**src/rv_consts.svh**
```systemverilog
`ifndef RV_CONSTS_SVH
`define RV_CONSTS_SVH

`define XLEN 32

// addi x0, x0, 0
`define NOP_INSTR 32'h0000_0013

// One quotient or product bit per iteration
`define MDU_CYCLES 32

`define LINK_INC   4
`define LINK_INC_C 2

`endif

```
**src/rv_pkg.sv**
```systemverilog
`include "rv_consts.svh"

package rv_pkg;

    typedef enum logic [6:0] {
        OP     = 7'b0110011,
        OP_IMM = 7'b0010011,
        LOAD   = 7'b0000011,
        STORE  = 7'b0100011,
        BRANCH = 7'b1100011,
        JAL    = 7'b1101111,
        JALR   = 7'b1100111,
        LUI    = 7'b0110111,
        AUIPC  = 7'b0010111
    } opcode_e;

    typedef enum logic [3:0] {
        ADD, SUB, SLL, SLT, SLTU,
        XOR, SRL, SRA, OR, AND
    } alu_op_e;

    typedef enum logic [1:0] {
        MUL, DIVU, REMU
    } mdu_op_e;

    typedef enum logic [1:0] {
        FWD_REG, FWD_EXMEM, FWD_MEMWB
    } fwd_sel_e;

    // ID to EX
    typedef struct packed {
        logic [`XLEN-1:0] pc;
        logic [31:0]      instr;
        logic [`XLEN-1:0] rs1_data;
        logic [`XLEN-1:0] rs2_data;
        logic             compressed;
    } issue_t;

    typedef struct packed {
        logic             we;
        logic [4:0]       rd;
        logic [`XLEN-1:0] value;
    } bypass_t;

    typedef struct packed {
        logic [`XLEN-1:0] pc;
        logic [31:0]      instr;
        logic [`XLEN-1:0] result;   // ALU, link or MDU value
        logic [4:0]       rd;
        logic             we;
    } ex_out_t;

    typedef struct packed {
        logic             taken;
        logic [`XLEN-1:0] target;
    } redirect_t;

endpackage

```
**src/imm_gen.sv**
```systemverilog
`timescale 1ns/1ns
`include "rv_consts.svh"

module imm_gen (
    input  logic [31:0]       instr_i,
    output logic [`XLEN-1:0]  imm_o
);

    always_comb begin
        case (instr_i[6:0])
            rv_pkg::OP_IMM, rv_pkg::LOAD, rv_pkg::JALR: begin
                imm_o = {{20{instr_i[31]}}, instr_i[31:20]};
            end
            rv_pkg::STORE: begin
                imm_o = {{20{instr_i[31]}}, instr_i[31:25], instr_i[11:7]};
            end
            rv_pkg::BRANCH: begin
                imm_o = {{19{instr_i[31]}}, instr_i[31], instr_i[7],
                         instr_i[30:25], instr_i[11:8], 1'b0};
            end
            rv_pkg::LUI, rv_pkg::AUIPC: begin
                imm_o = {instr_i[31:12], 12'b0};
            end
            rv_pkg::JAL: begin
                imm_o = {{11{instr_i[31]}}, instr_i[31], instr_i[19:12],
                         instr_i[20], instr_i[30:21], 1'b0};
            end
            default: imm_o = '0;   // R-type has no immediate
        endcase
    end

endmodule

```
**src/alu_decode.sv**
```systemverilog
`timescale 1ns/1ns

module alu_decode (
    input  logic [31:0]     instr_i,
    output rv_pkg::alu_op_e alu_op_o,
    output rv_pkg::mdu_op_e mdu_op_o,
    output logic            is_mdu_o
);

    logic [6:0] opcode;
    logic [2:0] funct3;
    logic       alt;           // funct7 bit 5

    assign opcode = instr_i[6:0];
    assign funct3 = instr_i[14:12];
    assign alt    = instr_i[30];

    always_comb begin
        alu_op_o = rv_pkg::ADD;   // Loads, stores, LUI, AUIPC, jumps
        if (opcode == rv_pkg::OP || opcode == rv_pkg::OP_IMM) begin
            case (funct3)
                3'b000: alu_op_o = (alt && opcode == rv_pkg::OP) ? rv_pkg::SUB : rv_pkg::ADD;
                3'b001: alu_op_o = rv_pkg::SLL;
                3'b010: alu_op_o = rv_pkg::SLT;
                3'b011: alu_op_o = rv_pkg::SLTU;
                3'b100: alu_op_o = rv_pkg::XOR;
                3'b101: alu_op_o = alt ? rv_pkg::SRA : rv_pkg::SRL;
                3'b110: alu_op_o = rv_pkg::OR;
                default: alu_op_o = rv_pkg::AND;
            endcase
        end
    end

    always_comb begin
        case (funct3)
            3'b101:  mdu_op_o = rv_pkg::DIVU;
            3'b111:  mdu_op_o = rv_pkg::REMU;
            default: mdu_op_o = rv_pkg::MUL;
        endcase
    end

    assign is_mdu_o = (opcode == rv_pkg::OP) && (instr_i[31:25] == 7'b0000001);

endmodule

```
**src/alu.sv**
```systemverilog
`timescale 1ns/1ns
`include "rv_consts.svh"

module alu (
    input  rv_pkg::alu_op_e  alu_op_i,
    input  logic [`XLEN-1:0] a_i,
    input  logic [`XLEN-1:0] b_i,
    output logic [`XLEN-1:0] result_o
);

    logic [4:0] shamt;
    logic       lt_signed;
    logic       lt_unsigned;

    assign shamt       = b_i[4:0];
    assign lt_signed   = $signed(a_i) < $signed(b_i);
    assign lt_unsigned = a_i < b_i;

    always_comb begin
        case (alu_op_i)
            rv_pkg::ADD:  result_o = a_i + b_i;
            rv_pkg::SUB:  result_o = a_i - b_i;
            rv_pkg::SLL:  result_o = a_i << shamt;
            rv_pkg::SLT:  result_o = {{(`XLEN-1){1'b0}}, lt_signed};
            rv_pkg::SLTU: result_o = {{(`XLEN-1){1'b0}}, lt_unsigned};
            rv_pkg::XOR:  result_o = a_i ^ b_i;
            rv_pkg::SRL:  result_o = a_i >> shamt;
            rv_pkg::SRA:  result_o = $signed(a_i) >>> shamt;
            rv_pkg::OR:   result_o = a_i | b_i;
            rv_pkg::AND:  result_o = a_i & b_i;
            default:      result_o = '0;
        endcase
    end

endmodule

```
**src/forward_unit.sv**
```systemverilog
`timescale 1ns/1ns

module forward_unit (
    input  logic [4:0]       rs1_i,
    input  logic [4:0]       rs2_i,
    input  rv_pkg::bypass_t  ex_mem_i,
    input  rv_pkg::bypass_t  mem_wb_i,
    output rv_pkg::fwd_sel_e sel_a_o,
    output rv_pkg::fwd_sel_e sel_b_o
);

    // The younger EX/MEM value wins over MEM/WB
    function automatic rv_pkg::fwd_sel_e pick(input logic [4:0] rs,
                                              input rv_pkg::bypass_t ex_mem,
                                              input rv_pkg::bypass_t mem_wb);
        if (rs == 5'd0) begin
            pick = rv_pkg::FWD_REG;
        end else if (ex_mem.we && ex_mem.rd == rs) begin
            pick = rv_pkg::FWD_EXMEM;
        end else if (mem_wb.we && mem_wb.rd == rs) begin
            pick = rv_pkg::FWD_MEMWB;
        end else begin
            pick = rv_pkg::FWD_REG;
        end
    endfunction

    assign sel_a_o = pick(rs1_i, ex_mem_i, mem_wb_i);
    assign sel_b_o = pick(rs2_i, ex_mem_i, mem_wb_i);

endmodule

```
**src/mdu.sv**
```systemverilog
`timescale 1ns/1ns
`include "rv_consts.svh"

module mdu (
    input  logic             clk,
    input  logic             reset_i,
    input  logic             start_i,
    input  rv_pkg::mdu_op_e  op_i,
    input  logic [`XLEN-1:0] a_i,
    input  logic [`XLEN-1:0] b_i,
    output logic             busy_o,
    output logic [`XLEN-1:0] result_o
);

    logic [`XLEN-1:0] x_q;   // Product accumulator or remainder
    logic [`XLEN-1:0] y_q;   // Multiplicand or dividend/quotient
    logic [`XLEN-1:0] z_q;   // Multiplier or divisor
    rv_pkg::mdu_op_e  op_q;
    logic [$clog2(`MDU_CYCLES)-1:0] count_q;
    logic [3*`XLEN-1:0] first;
    logic [3*`XLEN-1:0] next;

    // One iteration, returns {x, y, z}
    function automatic logic [3*`XLEN-1:0] step(input rv_pkg::mdu_op_e op,
                                                input logic [`XLEN-1:0] x,
                                                input logic [`XLEN-1:0] y,
                                                input logic [`XLEN-1:0] z);
        logic [`XLEN:0] shifted;
        logic [`XLEN:0] diff;
        shifted = {x, y[`XLEN-1]};
        diff    = shifted - {1'b0, z};
        if (op == rv_pkg::MUL) begin
            step = {(z[0] ? x + y : x), y << 1, z >> 1};
        end else if (shifted >= {1'b0, z}) begin
            step = {diff[`XLEN-1:0], y[`XLEN-2:0], 1'b1, z};
        end else begin
            step = {shifted[`XLEN-1:0], y[`XLEN-2:0], 1'b0, z};
        end
    endfunction

    // The start edge already does the first iteration
    assign first = step(op_i, '0, a_i, b_i);
    assign next  = step(op_q, x_q, y_q, z_q);

    always_ff @(posedge clk) begin
        if (reset_i) begin
            busy_o  <= 1'b0;
            count_q <= '0;
        end else if (start_i) begin
            busy_o  <= 1'b1;
            count_q <= $bits(count_q)'(1);
        end else if (busy_o) begin
            count_q <= count_q + 1'b1;
            if (count_q == $bits(count_q)'(`MDU_CYCLES - 1)) begin
                busy_o <= 1'b0;   // Last iteration on this edge
            end
        end
    end

    always_ff @(posedge clk) begin
        if (start_i) begin
            op_q            <= op_i;
            {x_q, y_q, z_q} <= first;
        end else if (busy_o) begin
            {x_q, y_q, z_q} <= next;
        end
    end

    // Divide by zero falls out as all ones and the dividend
    assign result_o = (op_q == rv_pkg::DIVU) ? y_q : x_q;

endmodule

```
**src/execute_stage.sv**
```systemverilog
`timescale 1ns/1ns
`include "rv_consts.svh"

module execute_stage (
    input  logic              clk,
    input  logic              reset_i,
    input  rv_pkg::issue_t    issue_i,
    input  logic              flush_i,
    input  logic              mem_stall_i,
    input  rv_pkg::bypass_t   ex_mem_i,
    input  rv_pkg::bypass_t   mem_wb_i,
    output rv_pkg::ex_out_t   ex_out_o,
    output rv_pkg::redirect_t redirect_o,
    output logic              stall_o
);

    rv_pkg::issue_t   ex_q;        // ID/EX register
    logic [`XLEN-1:0] imm_q;
    rv_pkg::alu_op_e  alu_op_q;
    rv_pkg::mdu_op_e  mdu_op_q;
    logic             is_mdu_q;
    logic             start_q;     // First cycle of an MDU op in EX

    logic [`XLEN-1:0] imm_d;
    rv_pkg::alu_op_e  alu_op_d;
    rv_pkg::mdu_op_e  mdu_op_d;
    logic             is_mdu_d;

    logic [6:0]       opcode;
    logic [2:0]       funct3;
    logic [4:0]       rd;
    rv_pkg::fwd_sel_e sel_a;
    rv_pkg::fwd_sel_e sel_b;
    logic [`XLEN-1:0] fwd_a;
    logic [`XLEN-1:0] fwd_b;
    logic [`XLEN-1:0] alu_a;
    logic [`XLEN-1:0] alu_b;
    logic [`XLEN-1:0] alu_result;
    logic [`XLEN-1:0] mdu_result;
    logic [`XLEN-1:0] link;
    logic [`XLEN-1:0] jalr_sum;
    logic             mdu_busy;
    logic             capture;
    logic             cond;
    logic             taken;

    function automatic logic [`XLEN-1:0] fwd_mux(input rv_pkg::fwd_sel_e sel,
                                                 input logic [`XLEN-1:0] reg_val,
                                                 input logic [`XLEN-1:0] ex_mem_val,
                                                 input logic [`XLEN-1:0] mem_wb_val);
        case (sel)
            rv_pkg::FWD_EXMEM: fwd_mux = ex_mem_val;
            rv_pkg::FWD_MEMWB: fwd_mux = mem_wb_val;
            default:           fwd_mux = reg_val;
        endcase
    endfunction

    imm_gen imm_gen_inst (
        .instr_i (issue_i.instr),
        .imm_o   (imm_d)
    );

    alu_decode alu_decode_inst (
        .instr_i  (issue_i.instr),
        .alu_op_o (alu_op_d),
        .mdu_op_o (mdu_op_d),
        .is_mdu_o (is_mdu_d)
    );

    assign capture = !stall_o && !mem_stall_i;

    always_ff @(posedge clk) begin
        if (reset_i || flush_i || redirect_o.taken) begin
            ex_q     <= '{instr: `NOP_INSTR, default: '0};
            imm_q    <= '0;
            alu_op_q <= rv_pkg::ADD;
            is_mdu_q <= 1'b0;
            start_q  <= 1'b0;
        end else if (capture) begin
            ex_q     <= issue_i;
            imm_q    <= imm_d;
            alu_op_q <= alu_op_d;
            mdu_op_q <= mdu_op_d;
            is_mdu_q <= is_mdu_d;
            start_q  <= is_mdu_d;
        end else begin
            start_q  <= 1'b0;
        end
    end

    assign opcode = ex_q.instr[6:0];
    assign funct3 = ex_q.instr[14:12];
    assign rd     = ex_q.instr[11:7];

    forward_unit forward_unit_inst (
        .rs1_i    (ex_q.instr[19:15]),
        .rs2_i    (ex_q.instr[24:20]),
        .ex_mem_i (ex_mem_i),
        .mem_wb_i (mem_wb_i),
        .sel_a_o  (sel_a),
        .sel_b_o  (sel_b)
    );

    assign fwd_a = fwd_mux(sel_a, ex_q.rs1_data, ex_mem_i.value, mem_wb_i.value);
    assign fwd_b = fwd_mux(sel_b, ex_q.rs2_data, ex_mem_i.value, mem_wb_i.value);

    always_comb begin
        case (opcode)
            rv_pkg::AUIPC: alu_a = ex_q.pc;
            rv_pkg::LUI:   alu_a = '0;
            default:       alu_a = fwd_a;
        endcase
        case (opcode)
            rv_pkg::OP, rv_pkg::BRANCH: alu_b = fwd_b;
            default:                    alu_b = imm_q;
        endcase
    end

    alu alu_inst (
        .alu_op_i (alu_op_q),
        .a_i      (alu_a),
        .b_i      (alu_b),
        .result_o (alu_result)
    );

    // Operands are latched on the edge that ends the start cycle
    mdu mdu_inst (
        .clk      (clk),
        .reset_i  (reset_i),
        .start_i  (start_q),
        .op_i     (mdu_op_q),
        .a_i      (fwd_a),
        .b_i      (fwd_b),
        .busy_o   (mdu_busy),
        .result_o (mdu_result)
    );

    assign stall_o = is_mdu_q && (start_q || mdu_busy);

    always_comb begin
        case (funct3)
            3'b000:  cond = fwd_a == fwd_b;
            3'b001:  cond = fwd_a != fwd_b;
            3'b100:  cond = $signed(fwd_a) < $signed(fwd_b);
            3'b101:  cond = $signed(fwd_a) >= $signed(fwd_b);
            3'b110:  cond = fwd_a < fwd_b;
            3'b111:  cond = fwd_a >= fwd_b;
            default: cond = 1'b0;
        endcase
        case (opcode)
            rv_pkg::BRANCH:            taken = cond;
            rv_pkg::JAL, rv_pkg::JALR: taken = 1'b1;
            default:                   taken = 1'b0;
        endcase
    end

    assign jalr_sum = fwd_a + imm_q;
    assign link     = ex_q.pc + (ex_q.compressed ? `LINK_INC_C : `LINK_INC);

    // Held back under a memory stall so the redirect fires once
    assign redirect_o.taken  = taken && !mem_stall_i;
    assign redirect_o.target = (opcode == rv_pkg::JALR) ? {jalr_sum[`XLEN-1:1], 1'b0}
                                                       : ex_q.pc + imm_q;

    always_comb begin
        ex_out_o.pc    = ex_q.pc;
        ex_out_o.instr = ex_q.instr;
        ex_out_o.rd    = rd;
        if (is_mdu_q) begin
            ex_out_o.result = mdu_result;
        end else if (opcode == rv_pkg::JAL || opcode == rv_pkg::JALR) begin
            ex_out_o.result = link;
        end else begin
            ex_out_o.result = alu_result;
        end
        // A NOP writes x0 and so stays quiet here too
        ex_out_o.we = (rd != 5'd0) && (opcode != rv_pkg::STORE) && (opcode != rv_pkg::BRANCH);
    end

endmodule

```
**config.mk**
```make
export PLATFORM = sky130hd
export DESIGN_NAME = execute_stage
export DESIGN_NICKNAME = d
export VERILOG_FILES = /design/src/rv_pkg.sv /design/src/imm_gen.sv /design/src/alu_decode.sv /design/src/alu.sv /design/src/forward_unit.sv /design/src/mdu.sv /design/src/execute_stage.sv
export VERILOG_INCLUDE_DIRS = /design/src
export SDC_FILE = /design/constraint.sdc
export NUM_CORES = 2
export LEC_CHECK = 0
export BUFFER_PORTS_ARGS = -buffer_cell sky130_fd_sc_hd__clkbuf_2
export CORE_MARGIN = 8
export CORE_UTILIZATION = 60
export DETAILED_ROUTE_END_ITERATION = 6
export PLACE_DENSITY = 0.82
export SLEW_MARGIN = 20
export SYNTH_ARGS = -nofsm -noshare
export SYNTH_HDL_FRONTEND = slang
export SYNTH_HIERARCHICAL = 1
export SYNTH_SLANG_ARGS = --single-unit
```
**constraint.sdc**
```tcl
create_clock -name clk -period 16.6 [get_ports clk]
set_input_delay 3.32 -clock clk [delete_from_list [all_inputs] [get_ports clk]]
set_output_delay 3.32 -clock clk [all_outputs]
set_load 0.01 [all_outputs]
```
[After elaboration in Yosys (flattened, before gate mapping)]
Index checks and enable logic that the tools add are counted.
Cells by class
  add/subtract/negate cells: 9
  order comparisons: 8
  multiplexer cells: 41
  reduce and logical (&&, ||, !) cells: 37
  bitwise logic cells: 5
  eq/ne operators: 52
  shift operators: 3
Operator list (number)
  $mux 32: 13
  $mux 96: 4
  $pmux 32 s10: 1
  $pmux 32 s2: 3
  $pmux 32 s5: 1
  $add 32x32->32: 4
  $lt 32x32->1: 4
  $ge 32x32->1: 2
  $sub 32x32->32: 2
  $eq 7x7->1 const B: 6
  $eq 7x6->1 const B: 5
  $ge 33x32->1: 1
  $add 32x3->32: 1
  $and 32x32->32: 1
  $eq 32x32->1: 1
  $ge 1x32->1: 1
  $ne 32x32->1: 1
  $or 32x32->32: 1
  $shl 32x5->32: 1
  $shr 32x5->32: 1
  $sshr 32x5->32: 1
  $sub 1x32->32: 1
  $xor 32x32->32: 1
  $pmux 4 s7: 1
  38 further kinds: 97
Word-level totals
  register bits: 273
  output and inout port bits: 136
  logic and storage cells: 172
  input bits: 209

[Logic depth before layout (Yosys ltp)]
  word-level depth: 14
  depth in mapped cells: 28
  gate-level depth less buffers: 23

[Cells and area by module]
The synthesis kept the hierarchy.
By module, submodules not included
  execute_stage: times used 1, seq. area each 3403.3 um2, area an instance 13266.5 um2, cells each 1669
  mdu: times used 1, seq. area each 3062.9 um2, area an instance 9267.6 um2, cells each 1009
  alu: times used 1, seq. area each 0.0 um2, area an instance 8359.3 um2, cells each 1181
  imm_gen: times used 1, seq. area each 0.0 um2, area an instance 546.8 um2, cells each 79
  forward_unit: times used 1, seq. area each 0.0 um2, area an instance 265.3 um2, cells each 36
  alu_decode: times used 1, seq. area each 0.0 um2, area an instance 136.4 um2, cells each 22

[Worst setup path after synthesis]
OpenSTA, ideal clock, no wires.
  path kind: input to output
  from: in ex_mem_i[32] in the netlist's numbering
  to: out ex_out_o[36] in the netlist's numbering
  path slack: 4.262 ns
  arrival time: 9.018 ns
  buffers on the path: 6
  required time: 13.280 ns
  stages: 28
  cells stage by stage: xor2_1 > nor4_1 > nand3_1 > nor2_1 > inv_1 > ha_1 > clkbuf_1 > buf_1 > nor2_1 > a21oi_1 > o21ai_0 > inv_1 > buf_2 > buf_1 > buf_1 > ha_1 > buf_2 > o21bai_1 > nand3b_1 > a311oi_1 > o21ai_1 > a311oi_2 > a2111oi_0 > or2_1 > mux2_4 > o221ai_2 > a21oi_1 > o21ai_0
RTL lines
  from (decl): line execute_stage.sv:10  | input rv_pkg::bypass_t ex_mem_i,
  to (decl): line execute_stage.sv:12  | output rv_pkg::ex_out_t ex_out_o,

==> results.sh <==
export IMPL_status="complete, but fails checks"
export IMPL_violations="DRC"
export IMPL_min_to="mdu_inst/op_q[1]$_DFFE_PP_"
export IMPL_r2r_slack_ns=8.87
export IMPL_critPathLaunchType="input port"
export IMPL_drive_above_1_share=0.171
export IMPL_detail_route_wl_per_cell_um=29.8
export IMPL_synth_cell_area_um2=31800
export IMPL_fp_row_count=84
export IMPL_core_area_um2=52600
export IMPL_fmax_mhz=71.9
export IMPL_die_x_um=246
export IMPL_cp_data_required_time_ns=13.28
export IMPL_clockBufferDepth=3
export IMPL_hold_class="register to register"
export IMPL_area_growth_pct=8.86
export IMPL_fin_nets=4602
export IMPL_drtIter0Drc=5619
export IMPL_rsz0062_at_grt="no"
export IMPL_viasPerCell=7.20
export IMPL_worstPathMaxFanout=64
export IMPL_clk_latency_ns=0.58
export IMPL_yosysSeqAreaShare=0.203
export IMPL_crit_type="input port to primary output"
export IMPL_maxSlewViolCount=0
export IMPL_synth_nets=4477
export IMPL_grt_start_max_net_pins=74
export IMPL_ys_types=116
export IMPL_cellPowerDensity_nw_per_um2=52.7
export IMPL_grt_first_pass_wirelength_mm=209
export IMPL_syn_inst=3996
export IMPL_post_cts_repair_setup_buffers=0
export IMPL_holdBufCountCts=0
export IMPL_root_buffer="clkbuf_16"
export IMPL_io_pins=345
export IMPL_rr_endpoint="ex_out_o[38]$_SDFFE_PP1P_"
export IMPL_period_minus_slack_ns=13.90
export IMPL_p_leak_uw=0.0146
export IMPL_setup_viol=0
export IMPL_tightest_slew_ns=1.37
export IMPL_async_flop_share=0
export IMPL_finalSetupTns_ns=0
export IMPL_die_y_um=246
export IMPL_ys_ff_latch=273
export IMPL_cts_tree="built"
export IMPL_hold_start="mdu_op_q[1]$_DFFE_PP_"
export IMPL_clock_skew_ns=0.0246
export IMPL_cp_data_arrival_time_ns=10.58
export IMPL_antenna_found_initial=12
export IMPL_clkTransAtPathRegs_ns=0.06
export IMPL_antenna_left=0
export IMPL_synth_edf_count=100
export IMPL_numCtsBuffers=34
export IMPL_fp_dieArea_um2=60700
export IMPL_grt_overflow=0
export IMPL_first_pass_iters=7
export IMPL_num_vias=34900
export IMPL_yosysWarnings=6
export IMPL_fillers=4580
export IMPL_gp_congestion=1.10
export IMPL_ctsResizeCount=0
export IMPL_grt_pass1_vias=31900
export IMPL_end_kind="primary output"
export IMPL_synth_flop_cell="dfxtp_1"
export IMPL_grt_usage=0.453
export IMPL_numPortBuffers=344
export IMPL_hold_viol=0
export IMPL_maxCapViolCount=0
export IMPL_drc=9
export IMPL_place_hpwl_mm=112
export IMPL_power_uw=1830
export IMPL_whs_path_depth=0
export IMPL_start_util=0.606
export IMPL_cts_htree_levels=2
export IMPL_clkSinkCount=273
export IMPL_wl_mm=145
export IMPL_relSlewSlack=0.0860
export IMPL_avgSynthCellArea_um2=7.97
export IMPL_max_vdd_ir_drop_v=0.0000760
export IMPL_finalCritPeriodShare=0.838
export IMPL_r2r_start="ex_out_o[55]$_SDFFE_PP0P_"
export IMPL_r2r_cells=21
[routing by layer]
metal,up-vias,track usage,share of wire
li1,15100,-,-
met1,16300,0.593,0.37
met2,2902,0.638,0.41
met3,524,0.159,0.16
met4,14,0.261,0.068
met5,-,0,0.00063
[cells by family (layout without fill, tap and decap cells)]
family / after synthesis / in the layout / synth area share
muxes: 202 / 202 / 0.0905
DFF: 273 / 273 / 0.203
AOI/OAI and AO/OA: 1485 / 1485 / 0.315
other: 0 / 12 / 0
buffers and inverters: 554 / 705 / 0.0789
adders and majority gates: 272 / 272 / 0.108
and+or+nand+nor: 1031 / 1031 / 0.155
xor gates and xnor gates: 179 / 179 / 0.0492
[area by class of cell]
class	count	area, um^2	share of cell area
inverters	217	815	0.0235
well taps	688	861	0.0248
clock buffers	42	933	0.0269
multi-input cells	3169	23000	0.663
clock inverters	20	238	0.00686
repair buffers	426	2340	0.0674
flip-flops and latches	273	6470	0.187
diodes	12	30.0	0.000866
[layout by cell type, fill, tap and decap left out, types with 16 or more instances in the layout]
cell type and n:
o21ai_1 16, xnor2_1 99, nand2b_1 33, nand2_1 294
o21a_1 34, inv_1 214, nor2_1 304, and3_1 32
o211ai_1 42, nand3_1 72, a211oi_1 38, dfxtp_1 170
o31ai_1 19, xor2_1 80, buf_4 82, or3_1 31
mux4_2 59, clkbuf_16 36, a22o_1 171, and2_1 26
edfxtp_1 100, nand4_1 39, o22ai_1 25, nor3_1 51
a22oi_1 111, a31oi_1 45, mux2_2 91, ha_1 264
a21oi_1 330, nor2b_1 56, a221oi_1 20, a21o_1 105
o21ai_0 319, o221ai_1 23, mux2i_1 50, o21bai_1 30
clkbuf_2 344, nor4_1 20
[worst max-delay path by stage]
stage                             from           end  slack, ns
after floorplan           ex_mem_i[32]  ex_out_o[36]       4.26
after global placement    ex_mem_i[32]   ex_out_o[6]       3.45
after detailed placement  ex_mem_i[32]  ex_out_o[36]       3.29
after CTS                 ex_mem_i[32]  ex_out_o[36]       3.28
after global routing      ex_mem_i[32]   ex_out_o[6]       2.60
final                     ex_mem_i[32]  ex_out_o[36]       2.70
[sequential cells by signal, indices dropped and copies added, names as in the netlist, 2 cells and up]
name and count:
imm_q 32, mdu_inst/count_q 5, ex_q 65, ex_out_o 64, mdu_op_q 2, mdu_inst/z_q 32, alu_op_q 4, mdu_inst/y_q 32
mdu_inst/x_q 32, mdu_inst/op_q 2
[synth_stat cells, types with 9 or more instances]
master     count  area [um^2]
o21ai_1       16         80.1
and2_1        26          163
a31oi_1       45          282
a21o_1       105          788
o211ai_1      42          315
nand4_1       39          244
a22oi_1      111          833
xnor2_1       99          867
nand2_1      294         1100
mux4_2        59         1330
nand3_1       73          365
o221ai_1      23          201
o21a_1        34          255
a221o_1        9         90.1
a22o_1       171         1500
nor2b_1       58          363
dfxtp_1      173         3460
xor2_1        80          701
a21oi_1      331         1660
or3_1         31          194
inv_1        215          807
buf_4         77          578
nand3b_1      10         75.1
a21o_2         9         78.8
a211o_1       11         96.3
o21bai_1      30          225
mux2i_1       50          500
nor3_1        52          260
a221oi_1      20          175
o22ai_1       25          156
and4_1         9         78.8
nand2b_1      33          206
nor4_1        21          131
mux2_2        92         1040
clkbuf_1     163          612
buf_1         21         78.8
nor2_1       305         1140
ha_1         266         3330
o31ai_1       19          143
a211oi_1      38          285
o21ai_0      324         1620
and3_1        32          200
buf_2         66          330
edfxtp_1     100         3000
o2111ai_1     15          131
[report_power, final]
| part | leakage, uW | switching, uW | internal, uW | total [uW] |
|---|---|---|---|---|
| clock | 0.000564 | 330 | 455 | 785 |
| sequential | 0.00231 | 17.7 | 699 | 717 |
| combinational | 0.0117 | 206 | 119 | 326 |
| total | 0.0146 | 554 | 1270 | 1830 |
[per-stage QoR]
step | util | cell area [um^2] | std cells | setup slack (ns) | hold slack [ns]
after floorplan | - | 31800 | 3996 | 4.26 | 0.427
after global placement | 0.637 | 33500 | 4773 | 3.45 | 0.447
after detailed placement | 0.637 | 33500 | 4773 | 3.29 | 0.453
after CTS | 0.659 | 34600 | 4835 | 3.28 | 0.463
after global routing | 0.659 | 34600 | 4836 | 2.60 | 0.489
final | 0.660 | 34700 | 4847 | 2.70 | 0.479
[critical path, stage by stage]
cell	delay, ns
clkbuf_2	0.11
xor2_1	0.14
nor4_1	0.31
nand3_1	0.13
nor2_1	0.16
inv_1	0.07
ha_2	0.30
buf_4	0.48
nor2_1	0.14
a21oi_1	0.85
o21ai_0	0.66
inv_1	0.21
ha_1	0.35
or3_1	0.44
a311oi_1	0.47
o21ai_1	0.26
a311oi_2	0.45
a2111oi_0	0.19
or2_1	0.32
mux2_4	0.31
o221ai_2	0.16
a21oi_1	0.11
o21ai_0	0.38
clkbuf_2	0.22
Power figures use the tool's default switching activity.
